===== src/verilog/sgd_pkg.sv =====
// sizes, fixed-point widths, datapath types and sequencer state enum for the gradient engine
`default_nettype none

package sgd_pkg;

    // array geometry
    localparam int num_banks = 4;
    localparam int num_cols  = 4;

    // loss and fixed-point widths
    localparam int loss_w = 32;
    // fraction bits appended before the bit-weight shift
    localparam int frac_w = 4;
    localparam int acc_w  = loss_w + frac_w;

    // precision range, 1 to max_bits planes per chunk
    localparam int max_bits   = 16;
    localparam int bit_idx_w  = $clog2(max_bits);
    localparam int num_bits_w = $clog2(max_bits) + 1;

    // chunk counter and dimension input
    localparam int chunk_w = 12;
    localparam int dim_w   = 32;

    // loss fifo
    localparam int fifo_depth = 8;
    localparam int fifo_ptr_w = $clog2(fifo_depth);

    // one scaled loss per bank
    typedef logic signed [loss_w-1:0] loss_t;

    // losses of all banks for one sample
    typedef loss_t [num_banks-1:0] loss_vec_t;

    // bit-plane word, column c of bank b sits at c + b * num_cols
    typedef logic [num_banks*num_cols-1:0] a_word_t;

    // masked column sums out of the adder tree
    typedef loss_t [num_cols-1:0] sum_vec_t;

    // fixed-point accumulator
    typedef logic signed [acc_w-1:0] acc_t;

    // one gradient per column
    typedef loss_t [num_cols-1:0] grad_vec_t;

    // plane sequencer states
    typedef enum logic [1:0] {
        seq_idle,
        seq_load,
        seq_stream
    } seq_state_e;

endpackage

`default_nettype wire


===== src/verilog/plane_if.sv =====
// plane_if interface: one bit-plane step with losses, bit position and last flag
`default_nettype none

interface plane_if #(
    parameter type word_t = logic,
    parameter type vec_t  = logic,
    parameter int  idx_w  = 1
) ();

    // one item per cycle while high, no back-pressure
    logic             valid;
    // bit-plane word as returned by the store
    word_t            a_word;
    // staged losses of the current sample
    vec_t             losses;
    // plane position inside the chunk, 0 first
    logic [idx_w-1:0] bit_index;
    // set on the final plane of a chunk
    logic             last_bit;

    modport source (
        output valid, a_word, losses, bit_index, last_bit
    );

    modport sink (
        input valid, a_word, losses, bit_index, last_bit
    );

endinterface

`default_nettype wire


===== src/verilog/loss_fifo.sv =====
// loss_fifo: circular buffer of loss vectors with registered read data
`default_nettype none

module loss_fifo (
    input  logic               clk,
    input  logic               rst_n,
    input  logic               push,
    input  sgd_pkg::loss_vec_t wr_data,
    input  logic               pop,
    output sgd_pkg::loss_vec_t rd_data,
    output logic               rd_valid,
    output logic               empty,
    output logic               full
);

    // storage, one loss vector per sample
    sgd_pkg::loss_vec_t mem [sgd_pkg::fifo_depth];

    logic [sgd_pkg::fifo_ptr_w-1:0] wr_ptr;
    logic [sgd_pkg::fifo_ptr_w-1:0] rd_ptr;
    // one extra bit to tell full from empty
    logic [sgd_pkg::fifo_ptr_w:0]   count;

    logic push_ok;
    logic pop_ok;

    // requests against the wrong state are dropped
    assign push_ok = push && !full;
    assign pop_ok  = pop && !empty;

    assign empty = (count == '0);
    assign full  = (count == (sgd_pkg::fifo_ptr_w + 1)'(sgd_pkg::fifo_depth));

    // pointers and occupancy
    always_ff @(posedge clk) begin
        if (!rst_n) begin
            wr_ptr <= '0;
            rd_ptr <= '0;
            count  <= '0;
        end else begin
            if (push_ok) begin
                wr_ptr <= wr_ptr + 1'b1;
            end
            if (pop_ok) begin
                rd_ptr <= rd_ptr + 1'b1;
            end
            // simultaneous push and pop leave count as is
            if (push_ok && !pop_ok) begin
                count <= count + 1'b1;
            end else if (pop_ok && !push_ok) begin
                count <= count - 1'b1;
            end
        end
    end

    // write port
    always_ff @(posedge clk) begin
        if (push_ok) begin
            mem[wr_ptr] <= wr_data;
        end
    end

    // read data lands one cycle after pop
    always_ff @(posedge clk) begin
        if (pop_ok) begin
            rd_data <= mem[rd_ptr];
        end
    end

    always_ff @(posedge clk) begin
        if (!rst_n) begin
            rd_valid <= 1'b0;
        end else begin
            rd_valid <= pop_ok;
        end
    end

endmodule

`default_nettype wire


===== src/verilog/plane_sequencer.sv =====
// plane_sequencer: sample FSM, chunk and bit counters, store requests and plane stream
`default_nettype none

module plane_sequencer (
    input  logic                            clk,
    input  logic                            rst_n,
    input  logic [sgd_pkg::dim_w-1:0]       dimension,
    input  logic [sgd_pkg::num_bits_w-1:0]  num_bits,
    input  logic                            empty,
    output logic                            pop,
    input  sgd_pkg::loss_vec_t              rd_data,
    input  logic                            rd_valid,
    output logic                            a_rd_en,
    input  sgd_pkg::a_word_t                a_data,
    plane_if.source                         plane
);

    sgd_pkg::seq_state_e state;

    // losses held for the whole sample
    sgd_pkg::loss_vec_t staged;

    logic [sgd_pkg::dim_w-1:0]      chunks_full;
    logic [sgd_pkg::chunk_w-1:0]    chunk_total;
    logic [sgd_pkg::chunk_w-1:0]    chunk_left;
    logic [sgd_pkg::bit_idx_w-1:0]  bit_cnt;
    logic [sgd_pkg::num_bits_w-1:0] last_idx;
    logic                           bit_wrap;

    // chunks per sample, dimension over columns rounded up
    assign chunks_full = (dimension + (sgd_pkg::num_cols - 1)) / sgd_pkg::num_cols;
    assign chunk_total = chunks_full[sgd_pkg::chunk_w-1:0];

    // last plane of the chunk
    assign last_idx = num_bits - 1'b1;
    assign bit_wrap = ({1'b0, bit_cnt} == last_idx);

    // pop straight out of idle, no overlap with a running sample
    assign pop = (state == sgd_pkg::seq_idle) && !empty;

    // one request per streaming cycle
    assign a_rd_en = (state == sgd_pkg::seq_stream);

    always_ff @(posedge clk) begin
        if (!rst_n) begin
            state      <= sgd_pkg::seq_idle;
            bit_cnt    <= '0;
            chunk_left <= '0;
        end else begin
            case (state)
                sgd_pkg::seq_idle: begin
                    if (!empty) begin
                        state <= sgd_pkg::seq_load;
                    end
                end
                sgd_pkg::seq_load: begin
                    // losses arrive one cycle after pop
                    if (rd_valid) begin
                        bit_cnt    <= '0;
                        chunk_left <= chunk_total;
                        // zero dimension, nothing to stream
                        if (chunk_total == '0) begin
                            state <= sgd_pkg::seq_idle;
                        end else begin
                            state <= sgd_pkg::seq_stream;
                        end
                    end
                end
                sgd_pkg::seq_stream: begin
                    if (bit_wrap) begin
                        bit_cnt    <= '0;
                        chunk_left <= chunk_left - 1'b1;
                        // final request of the final chunk
                        if (chunk_left == 1) begin
                            state <= sgd_pkg::seq_idle;
                        end
                    end else begin
                        bit_cnt <= bit_cnt + 1'b1;
                    end
                end
                default: begin
                    state <= sgd_pkg::seq_idle;
                end
            endcase
        end
    end

    // capture losses for the new sample
    always_ff @(posedge clk) begin
        if ((state == sgd_pkg::seq_load) && rd_valid) begin
            staged <= rd_data;
        end
    end

    // plane step trails its request by one cycle, in line with a_data
    always_ff @(posedge clk) begin
        if (!rst_n) begin
            plane.valid <= 1'b0;
        end else begin
            plane.valid <= a_rd_en;
        end
    end

    always_ff @(posedge clk) begin
        plane.bit_index <= bit_cnt;
        plane.last_bit  <= bit_wrap;
    end

    // word comes back from the store this cycle
    assign plane.a_word = a_data;
    // staged stays put until the next pop lands
    assign plane.losses = staged;

endmodule

`default_nettype wire


===== src/verilog/masked_add_tree.sv =====
// masked_add_tree: per-column masked two-level adder tree with pipelined side-band
`default_nettype none

module masked_add_tree (
    input  logic                           clk,
    input  logic                           rst_n,
    plane_if.sink                          plane,
    output sgd_pkg::sum_vec_t              sums,
    output logic                           sums_valid,
    output logic [sgd_pkg::bit_idx_w-1:0]  sums_bit_index,
    output logic                           sums_last
);

    // stage one, pairwise masked sums per column
    sgd_pkg::loss_t pair_sum [sgd_pkg::num_cols][sgd_pkg::num_banks/2];
    logic                          pair_valid;
    logic [sgd_pkg::bit_idx_w-1:0] pair_bit_index;
    logic                          pair_last;

    // stage two input, pairs folded together
    sgd_pkg::sum_vec_t tree_sum;

    // bank b only counts when its bit for column c is set
    always_ff @(posedge clk) begin
        for (int c = 0; c < sgd_pkg::num_cols; c++) begin
            for (int p = 0; p < sgd_pkg::num_banks / 2; p++) begin
                pair_sum[c][p] <=
                    (plane.a_word[c + (2 * p) * sgd_pkg::num_cols] ?
                        plane.losses[2 * p] : '0) +
                    (plane.a_word[c + (2 * p + 1) * sgd_pkg::num_cols] ?
                        plane.losses[2 * p + 1] : '0);
            end
        end
    end

    // fold the pair sums of each column
    always_comb begin
        for (int c = 0; c < sgd_pkg::num_cols; c++) begin
            tree_sum[c] = '0;
            for (int p = 0; p < sgd_pkg::num_banks / 2; p++) begin
                tree_sum[c] = tree_sum[c] + pair_sum[c][p];
            end
        end
    end

    always_ff @(posedge clk) begin
        sums <= tree_sum;
    end

    // side-band walks the same two registers
    always_ff @(posedge clk) begin
        if (!rst_n) begin
            pair_valid <= 1'b0;
            sums_valid <= 1'b0;
        end else begin
            pair_valid <= plane.valid;
            sums_valid <= pair_valid;
        end
    end

    always_ff @(posedge clk) begin
        pair_bit_index <= plane.bit_index;
        pair_last      <= plane.last_bit;
        sums_bit_index <= pair_bit_index;
        sums_last      <= pair_last;
    end

endmodule

`default_nettype wire


===== src/verilog/bit_serial_accumulator.sv =====
// bit_serial_accumulator: bit-weight shift, fixed-point accumulation and gradient register
`default_nettype none

module bit_serial_accumulator (
    input  logic                           clk,
    input  logic                           rst_n,
    input  sgd_pkg::sum_vec_t              sums,
    input  logic                           sums_valid,
    input  logic [sgd_pkg::bit_idx_w-1:0]  sums_bit_index,
    input  logic                           sums_last,
    output sgd_pkg::grad_vec_t             grad,
    output logic                           grad_valid
);

    // bit k weighs 2^-(k+1)
    logic [sgd_pkg::num_bits_w-1:0] shift_amt;

    // shift stage
    sgd_pkg::acc_t shifted [sgd_pkg::num_cols];
    logic          shift_valid;
    logic          shift_first;
    logic          shift_last;

    // accumulate stage
    sgd_pkg::acc_t acc [sgd_pkg::num_cols];
    logic          acc_done;

    assign shift_amt = {1'b0, sums_bit_index} + 1'b1;

    // widen with zero fraction bits, then arithmetic shift
    always_ff @(posedge clk) begin
        for (int c = 0; c < sgd_pkg::num_cols; c++) begin
            shifted[c] <= $signed({sums[c], {sgd_pkg::frac_w{1'b0}}}) >>> shift_amt;
        end
        shift_first <= (sums_bit_index == '0);
        shift_last  <= sums_last;
    end

    // plane 0 restarts the sum, later planes add on
    always_ff @(posedge clk) begin
        if (shift_valid) begin
            for (int c = 0; c < sgd_pkg::num_cols; c++) begin
                if (shift_first) begin
                    acc[c] <= shifted[c];
                end else begin
                    acc[c] <= acc[c] + shifted[c];
                end
            end
        end
    end

    // drop the fraction bits on output
    always_ff @(posedge clk) begin
        if (acc_done) begin
            for (int c = 0; c < sgd_pkg::num_cols; c++) begin
                grad[c] <= acc[c][sgd_pkg::acc_w-1:sgd_pkg::frac_w];
            end
        end
    end

    // valid chain, single pulse per chunk
    always_ff @(posedge clk) begin
        if (!rst_n) begin
            shift_valid <= 1'b0;
            acc_done    <= 1'b0;
            grad_valid  <= 1'b0;
        end else begin
            shift_valid <= sums_valid;
            acc_done    <= shift_valid && shift_last;
            grad_valid  <= acc_done;
        end
    end

endmodule

`default_nettype wire


===== src/verilog/sgd_gradient_top.sv =====
// sgd_gradient_top: loss fifo, plane sequencer, masked adder tree and accumulator chain
`default_nettype none

module sgd_gradient_top (
    input  logic                            clk,
    input  logic                            rst_n,
    input  logic [sgd_pkg::dim_w-1:0]       dimension,
    input  logic [sgd_pkg::num_bits_w-1:0]  num_bits,
    input  sgd_pkg::loss_vec_t              loss_in,
    input  logic                            loss_push,
    output logic                            loss_full,
    output logic                            a_rd_en,
    input  sgd_pkg::a_word_t                a_data,
    output sgd_pkg::grad_vec_t              grad,
    output logic                            grad_valid
);

    // fifo to sequencer
    logic               fifo_pop;
    logic               fifo_empty;
    sgd_pkg::loss_vec_t fifo_rd_data;
    logic               fifo_rd_valid;

    // tree to accumulator
    sgd_pkg::sum_vec_t             sums;
    logic                          sums_valid;
    logic [sgd_pkg::bit_idx_w-1:0] sums_bit_index;
    logic                          sums_last;

    // sequencer to tree
    plane_if #(
        .word_t (sgd_pkg::a_word_t),
        .vec_t  (sgd_pkg::loss_vec_t),
        .idx_w  (sgd_pkg::bit_idx_w)
    ) plane_bus ();

    loss_fifo loss_fifo_inst (
        .clk      (clk),
        .rst_n    (rst_n),
        .push     (loss_push),
        .wr_data  (loss_in),
        .pop      (fifo_pop),
        .rd_data  (fifo_rd_data),
        .rd_valid (fifo_rd_valid),
        .empty    (fifo_empty),
        .full     (loss_full)
    );

    plane_sequencer plane_sequencer_inst (
        .clk       (clk),
        .rst_n     (rst_n),
        .dimension (dimension),
        .num_bits  (num_bits),
        .empty     (fifo_empty),
        .pop       (fifo_pop),
        .rd_data   (fifo_rd_data),
        .rd_valid  (fifo_rd_valid),
        .a_rd_en   (a_rd_en),
        .a_data    (a_data),
        .plane     (plane_bus.source)
    );

    masked_add_tree masked_add_tree_inst (
        .clk            (clk),
        .rst_n          (rst_n),
        .plane          (plane_bus.sink),
        .sums           (sums),
        .sums_valid     (sums_valid),
        .sums_bit_index (sums_bit_index),
        .sums_last      (sums_last)
    );

    bit_serial_accumulator bit_serial_accumulator_inst (
        .clk            (clk),
        .rst_n          (rst_n),
        .sums           (sums),
        .sums_valid     (sums_valid),
        .sums_bit_index (sums_bit_index),
        .sums_last      (sums_last),
        .grad           (grad),
        .grad_valid     (grad_valid)
    );

endmodule

`default_nettype wire


===== config.mk =====
export PLATFORM = sky130hd
export DESIGN_NAME = sgd_gradient_top
export DESIGN_NICKNAME = d
export VERILOG_FILES = /design/src/verilog/sgd_pkg.sv /design/src/verilog/plane_if.sv /design/src/verilog/loss_fifo.sv /design/src/verilog/plane_sequencer.sv /design/src/verilog/masked_add_tree.sv /design/src/verilog/bit_serial_accumulator.sv /design/src/verilog/sgd_gradient_top.sv
export SDC_FILE = /design/constraint.sdc
export NUM_CORES = 2
export LEC_CHECK = 0
export BUFFER_PORTS_ARGS = -buffer_cell sky130_fd_sc_hd__clkbuf_2
export CAP_MARGIN = 20
export CORE_ASPECT_RATIO = 0.9
export CORE_UTILIZATION = 60
export CTS_BUF_LIST = sky130_fd_sc_hd__clkbuf_4 sky130_fd_sc_hd__clkbuf_8
export DETAILED_ROUTE_END_ITERATION = 16
export PLACE_DENSITY_LB_ADDON = 0.1
export SYNTH_ARGS = -nofsm -noshare
export SYNTH_HDL_FRONTEND = slang
export SYNTH_HIERARCHICAL = 1
export SYNTH_SLANG_ARGS = --single-unit

===== constraint.sdc =====
create_clock -name clk -period 25.1 [get_ports clk]
set_input_delay 6.275 -clock clk [delete_from_list [all_inputs] [get_ports clk]]
set_output_delay 6.275 -clock clk [all_outputs]
set_load 0.05 [all_outputs]

; ---- Word level (Yosys, flattened, before mapping)
; Memories as Yosys holds them, arrays and structs flattened. A register that Yosys moved wholly into a read port is not among the register bits.
; Index checks and enable logic that the tools add are counted.
[op_classes]
n_shift = 4
n_addsub = 25
multipliers = 0
reduce_logical = 20
div = 0
mux = 42
n_eq_ne = 9
n_bitwise = 4
order_cmp = 0
[ops]
columns = cell, count
row1 = 32-bit 2-to-1 mux, 16
row2 = 32-bit adder, 12
row3 = 36-bit adder, 4
row4 = 36-bit 2-to-1 mux, 4
row5 = 36-bit by 5-bit >>> shifter with 36-bit output, 4
row6 = 12-bit 2-to-1 mux, 2
row7 = 12-bit one-hot mux with 2 select lines, 1
row8 = 4-bit 2-to-1 mux, 4
row9 = "14-bit by 2-bit adder with 14-bit output, second input constant", 1
row10 = "12-bit by 1-bit equality test with 1-bit output, second input constant", 1
row11 = 12-bit logical NOT, 1
row12 = "12-bit by 1-bit subtractor with 12-bit output, second input constant", 1
row13 = 2-bit 2-to-1 mux, 5
row14 = "4-bit by 1-bit adder with 4-bit output, second input constant", 2
row15 = 4-bit logical NOT, 2
row16 = 1-bit 2-to-1 mux, 8
row17 = 4-bit one-hot mux with 2 select lines, 1
row18 = 1-bit logical AND, 7
row19 = "3-bit by 1-bit adder with 3-bit output, second input constant", 2
row20 = 2-bit one-hot mux with 3 select lines, 1
row21 = "4-bit by 1-bit adder with 5-bit output, second input constant", 1
row22 = 4-bit by 5-bit equality test with 1-bit output, 1
row23 = "5-bit by 1-bit subtractor with 5-bit output, second input constant", 1
row24 = "4-bit equality test, second input constant", 1
row25 = 12 further kinds, 21
[totals]
romBits = 0
latch_bits = 0
input_bits = 184
output_inout_bits = 131
memories = 4
ram_bits = 1568
regBits = 436
[mem_list]
columns = name, depth, width, rd, rd_ports_with_merged_regs, write_ports, line
row1 = loss_fifo_inst.mem, 8, 128, 1, 1, 1, loss_fifo.sv:17  ; sgd_pkg::loss_vec_t mem [sgd_pkg::fifo_depth];
row2 = masked_add_tree_inst.pair_sum, 4, 64, 4, 0, 4, masked_add_tree.sv:15  ; sgd_pkg::loss_t pair_sum [sgd_pkg::num_cols][sgd_pkg::num_banks/2];
row3 = bit_serial_accumulator_inst.acc, 4, 36, 4, 0, 4, bit_serial_accumulator.sv:25  ; sgd_pkg::acc_t acc [sgd_pkg::num_cols];
row4 = bit_serial_accumulator_inst.shifted, 4, 36, 4, 0, 4, bit_serial_accumulator.sv:19  ; sgd_pkg::acc_t shifted [sgd_pkg::num_cols];

; ---- Logic depth before layout (Yosys ltp)
[logic_depth]
word_depth = 7
ltp_mapped = 15
mapped_depth_nobuf = 13

; ---- Cells and area by module
; The synthesis kept the hierarchy.
[by_module_without_submodules]
columns = module, cells_each, n_inst, seq_area_each_um2, area_per_inst_um2
row1 = loss_fifo, 1680, 1, 34813.4, 42891.1
row2 = masked_add_tree, 3441, 1, 7927.6, 29290.6
row3 = bit_serial_accumulator, 2870, 1, 11150.7, 26713.1
row4 = plane_sequencer, 340, 1, 4324.1, 5510.3

; ---- Least setup slack after synthesis
; Ideal clock, no wire load.
[synth_timing]
path_kind = input to register
startpoint = in loss_push
endpoint = mem loss_fifo_inst/mem[0][0] in the netlist's numbering, enable pin
path_slack_ns = 5.698
arrival_time_ns = 18.473
stages = 2
required_ns = 24.171
path_buffers = 0
cell_sequence = nand2_1 nor4_1
[synth_between]
elab_chain_cells = 3
[synth_lines]
columns = element, line
row1 = start: declaration, sgd_gradient_top.sv:10  ; input logic loss_push,
row2 = 1-bit logical AND, loss_fifo.sv:28  ; assign push_ok = push && !full;
row3 = 1-bit 2-to-1 mux, loss_fifo.sv:58  ; if (push_ok) begin
row4 = 1-bit 2-to-1 mux (implied by the code), loss_fifo.sv:59  ; mem[wr_ptr] <= wr_data;
row5 = end: declaration, loss_fifo.sv:17
; No other way between the ends.

==> run summary <==
Status = complete, no violations
DRT iter0 DRCs = 5,693
Max_cap viols = 0
Clock Sinks = 2,132
Layout area overhead = 9.607%
Hold Path Depth = 0
Die Y = 397.7 µm
Initial antenna violation count = 26
Largest net degree at the start of global routing = 148
Placed cells = 10,590
Pwr dens = 99.01 nW/µm²
YS warnings = 6
Synth Area in Compound Gates = 11.76%
Avg Synthesized Cell Area = 12.53 µm²
Register area = 58,240 µm²
Final core area utilization = 66.51%
Clock skew = 0.08704 ns
Pre-antenna DRT Iters = 6
Drt wl/cell = 22.45 µm
DR vias = 67,820
Worst hold path startpoint = masked_add_tree_inst/pair_bit_index[0]
Clock Tree Root = clkbuf_8
Port Buf Inserts = 296
R2R Path Start = loss_fifo_inst/rd_ptr[0]
Commonest cells after routing, fill and taps aside = edfxtp_1 (1,552), nand2_1 (657), dfxtp_1 (574)
Pre-CTS setup slack = 14.84 ns
Reg-to-reg slack, setup = 19.54 ns
Rel. slew slack = 24.30%
Core Region = 172,100 µm²
Post-synthesis simple-gate area fraction = 10.44%
Drt drc = 0
Min Tclk post-route = 9.462 ns
Post-synthesis register bit count = 2,132
Setup crit end kind = register
Cells after synthesis = 8,331
R2R cell count = 6
Routed Antenna Nets = 0
Ranking of synthesized cells by area = edfxtp_1 (45%), dfxtp_1 (11%), mux4_2 (6.6%)
Worst path required time = 26.01 ns
Synthesized area = 104,400 µm²
Setup Buffers After CTS = 0
Multi-input logic area = 44,260 µm²
Non-Filler Instances = 11,200
DIE AREA = 175,700 µm²
CTS tree = built
Synth top area share = 44.64%
Netlist cell types = 112
Initial Util = 60.68%
Clock Pin Slew Worst Setup and Hold Paths = 0.06 ns
Rows = 144
Crit-path max FO = 32
RSZ-0062 raised after global routing = no
Hold Vio Cnt, Final = 0
Final TNS setup = 0 ns
Vias in the first global route = 65,160
Met3 Use GR = 4.229%
Via/cell ratio = 6.053
Top_reg_cell synth = edfxtp_1
H-tree levels = 5
# setup viols final = 0
Area leader, netlist = edfxtp_1
Most common cell after layout, fill and taps aside = edfxtp_1
Final #Nets = 9,401
Synth Area in XOR/XNOR = 4.069%
Hold_buf cts = 0
Peak Freq = 0.1057 GHz
Clock latency on the worst-skew pair = 1.07 ns
Slew at the pin closest to its max-slew limit = 1.131 ns
Syn_nets = 9,055
Mux contribution to synthesized area = 9.382%
Fillcell total = 12,550
Arrival @ worst endpoint = 10.37 ns
GRT Util Overall = 28.40%
Critical Path Start = a_data[5]
Max VDD drop = 83.12 µV
Leakage = 43.34 nW
Worst hold path class = reg -> reg
Worst setup margin = 15.64 ns
GPL Wtd Cong = 0.9689
Final max-slew violation count = 0
First-pass GRT wire length = 383,800 µm
Most used routing layer = met2
Layout cells sized above 1 = 16.41%
Hold Path Sink = masked_add_tree_inst/sums_bit_index[0]
CP Launch Type = primary input
Met1 usage = 40.82%
CTS Buf Count = 346
Setup CP Type = in -> reg
Met2 Use GR = 44.07%
Seq/Total Area, Yosys = 55.76%
Worst reg2reg endpoint = loss_fifo_inst/rd_data[101]
EDFF count, synth = 1,552
Main combinational cell family by area after synthesis = compound AO/OA/AOI/OAI gates
Clk buf depth = 4
Asr flop ratio synth = 0%
Final Cycle Share = 37.70%
Routed WL = 251,500 µm
Min Hold Slack = 0.3195 ns
Adder-cell share of the synthesized area = 6.594%
Cts repair resizes = 0
Grt ovf = 0
Hpwl dp = 178,000 µm
Top Ports = 315
Die Width = 441.7 µm
-- sequential cells by signal (all words and copies together) (netlist names), 4 cells and up --
name / count
bit_serial_accumulator_inst/shifted: 144
plane_sequencer_inst/chunk_left: 12
loss_fifo_inst/count: 4
plane_sequencer_inst/plane.losses: 128
masked_add_tree_inst/sums: 128
bit_serial_accumulator_inst/grad: 128
masked_add_tree_inst/pair_bit_index: 4
plane_sequencer_inst/bit_cnt: 4
loss_fifo_inst/mem: 1024
bit_serial_accumulator_inst/acc: 144
masked_add_tree_inst/sums_bit_index: 4
plane_sequencer_inst/plane.bit_index: 4
loss_fifo_inst/rd_data: 128
masked_add_tree_inst/pair_sum: 256
-- how the worst max path moves through the flow --
stage | to | depth (start not counted)
2_1_floorplan | loss_fifo_inst/mem[0][0] | 2
3_3_place_gp | masked_add_tree_inst/pair_sum[0][122] | 13
3_5_place_dp | masked_add_tree_inst/pair_sum[0][122] | 13
4_1_cts | a_rd_en | 4
5_1_grt | a_rd_en | 4
6_report | masked_add_tree_inst/pair_sum[0][122] | 13
-- layer usage --
layer / wire length (µm) / vias to the layer above / part of all wire (%)
met5: 54 / - / 0.021
met4: 8526 / 8 / 3.4
met3: 15350 / 456 / 6.1
met2: 113600 / 2157 / 45
met1: 114000 / 33070 / 45
li1: - / 32120 / -
-- kinds of logic (layout without fill, tap and decap cells) --
group                      count (synthesis)  count (layout)
DFF                                     2132            2132
and+or+nand+nor                         2176            2176
buffers and inverters                    476            1067
adders and majority gates                540             540
other                                      0              19
AOI/OAI and AO/OA                       1950            1950
xor gates and xnor gates                 485             485
muxes                                    572             572
-- cell type report --
type	count	share of cell area [%]
Multi-Input combinational cell	5723	38.68
Inverter	119	0.3947
Sequential cell	2132	50.89
Antenna cell	19	0.04155
Timing Repair Buffer	355	1.725
Clock buffer	472	5.152
Clock inverter	121	0.6418
Tap cell	2263	2.474
-- report_power, final --
group          internal [mW]  total (mW)  switching, mW
Sequential              4.44        4.81          0.373
Combinational           1.53        3.61           2.08
Clock                   1.59        2.91           1.33
Total                   7.55        11.3           3.78
-- synthesized netlist by cell type, types with 20 or more instances --
cell and number:
a211oi_1 83, a21o_1 251, a21oi_1 541, a31oi_1 74, and2_1 539, and3_1 51, buf_1 46, buf_2 23
buf_6 27, clkbuf_1 242, dfxtp_1 580, edfxtp_1 1552, ha_1 523, inv_1 118, mux2_2 173, mux2i_1 91
mux4_2 308, nand2_1 657, nand2b_1 53, nand3_1 132, nand4_1 64, nor2_1 387, nor2b_1 86, nor3_1 81
o211ai_1 77, o21a_1 52, o21ai_0 543, o21bai_1 60, o31ai_1 27, or3_1 20, xnor2_1 310, xor2_1 175
-- through the flow --
| stage | area (µm²) | power [mW] |
|---|---|---|
| floorplan | 104400 | 7.448 |
| global placement | 107800 | 8.352 |
| detailed placement | 107800 | 8.428 |
| CTS | 114400 | 11.36 |
| global route | 114400 | 11.93 |
| finish | 114400 | 11.33 |
-- worst max-delay path, stage by stage --
cell and delay [ns]:
clkbuf_2 0.37, and2_1 0.29, ha_1 0.24, fa_1 0.47, a21o_1 0.20, a21oi_1 0.23
o21bai_1 0.13, a2111oi_0 0.78, nor4_1 0.21, o21ai_0 0.45, nand3_1 0.28, a31oi_1 0.26
xnor2_1 0.17
No activity file was read; power rests on OpenSTA's default activity.
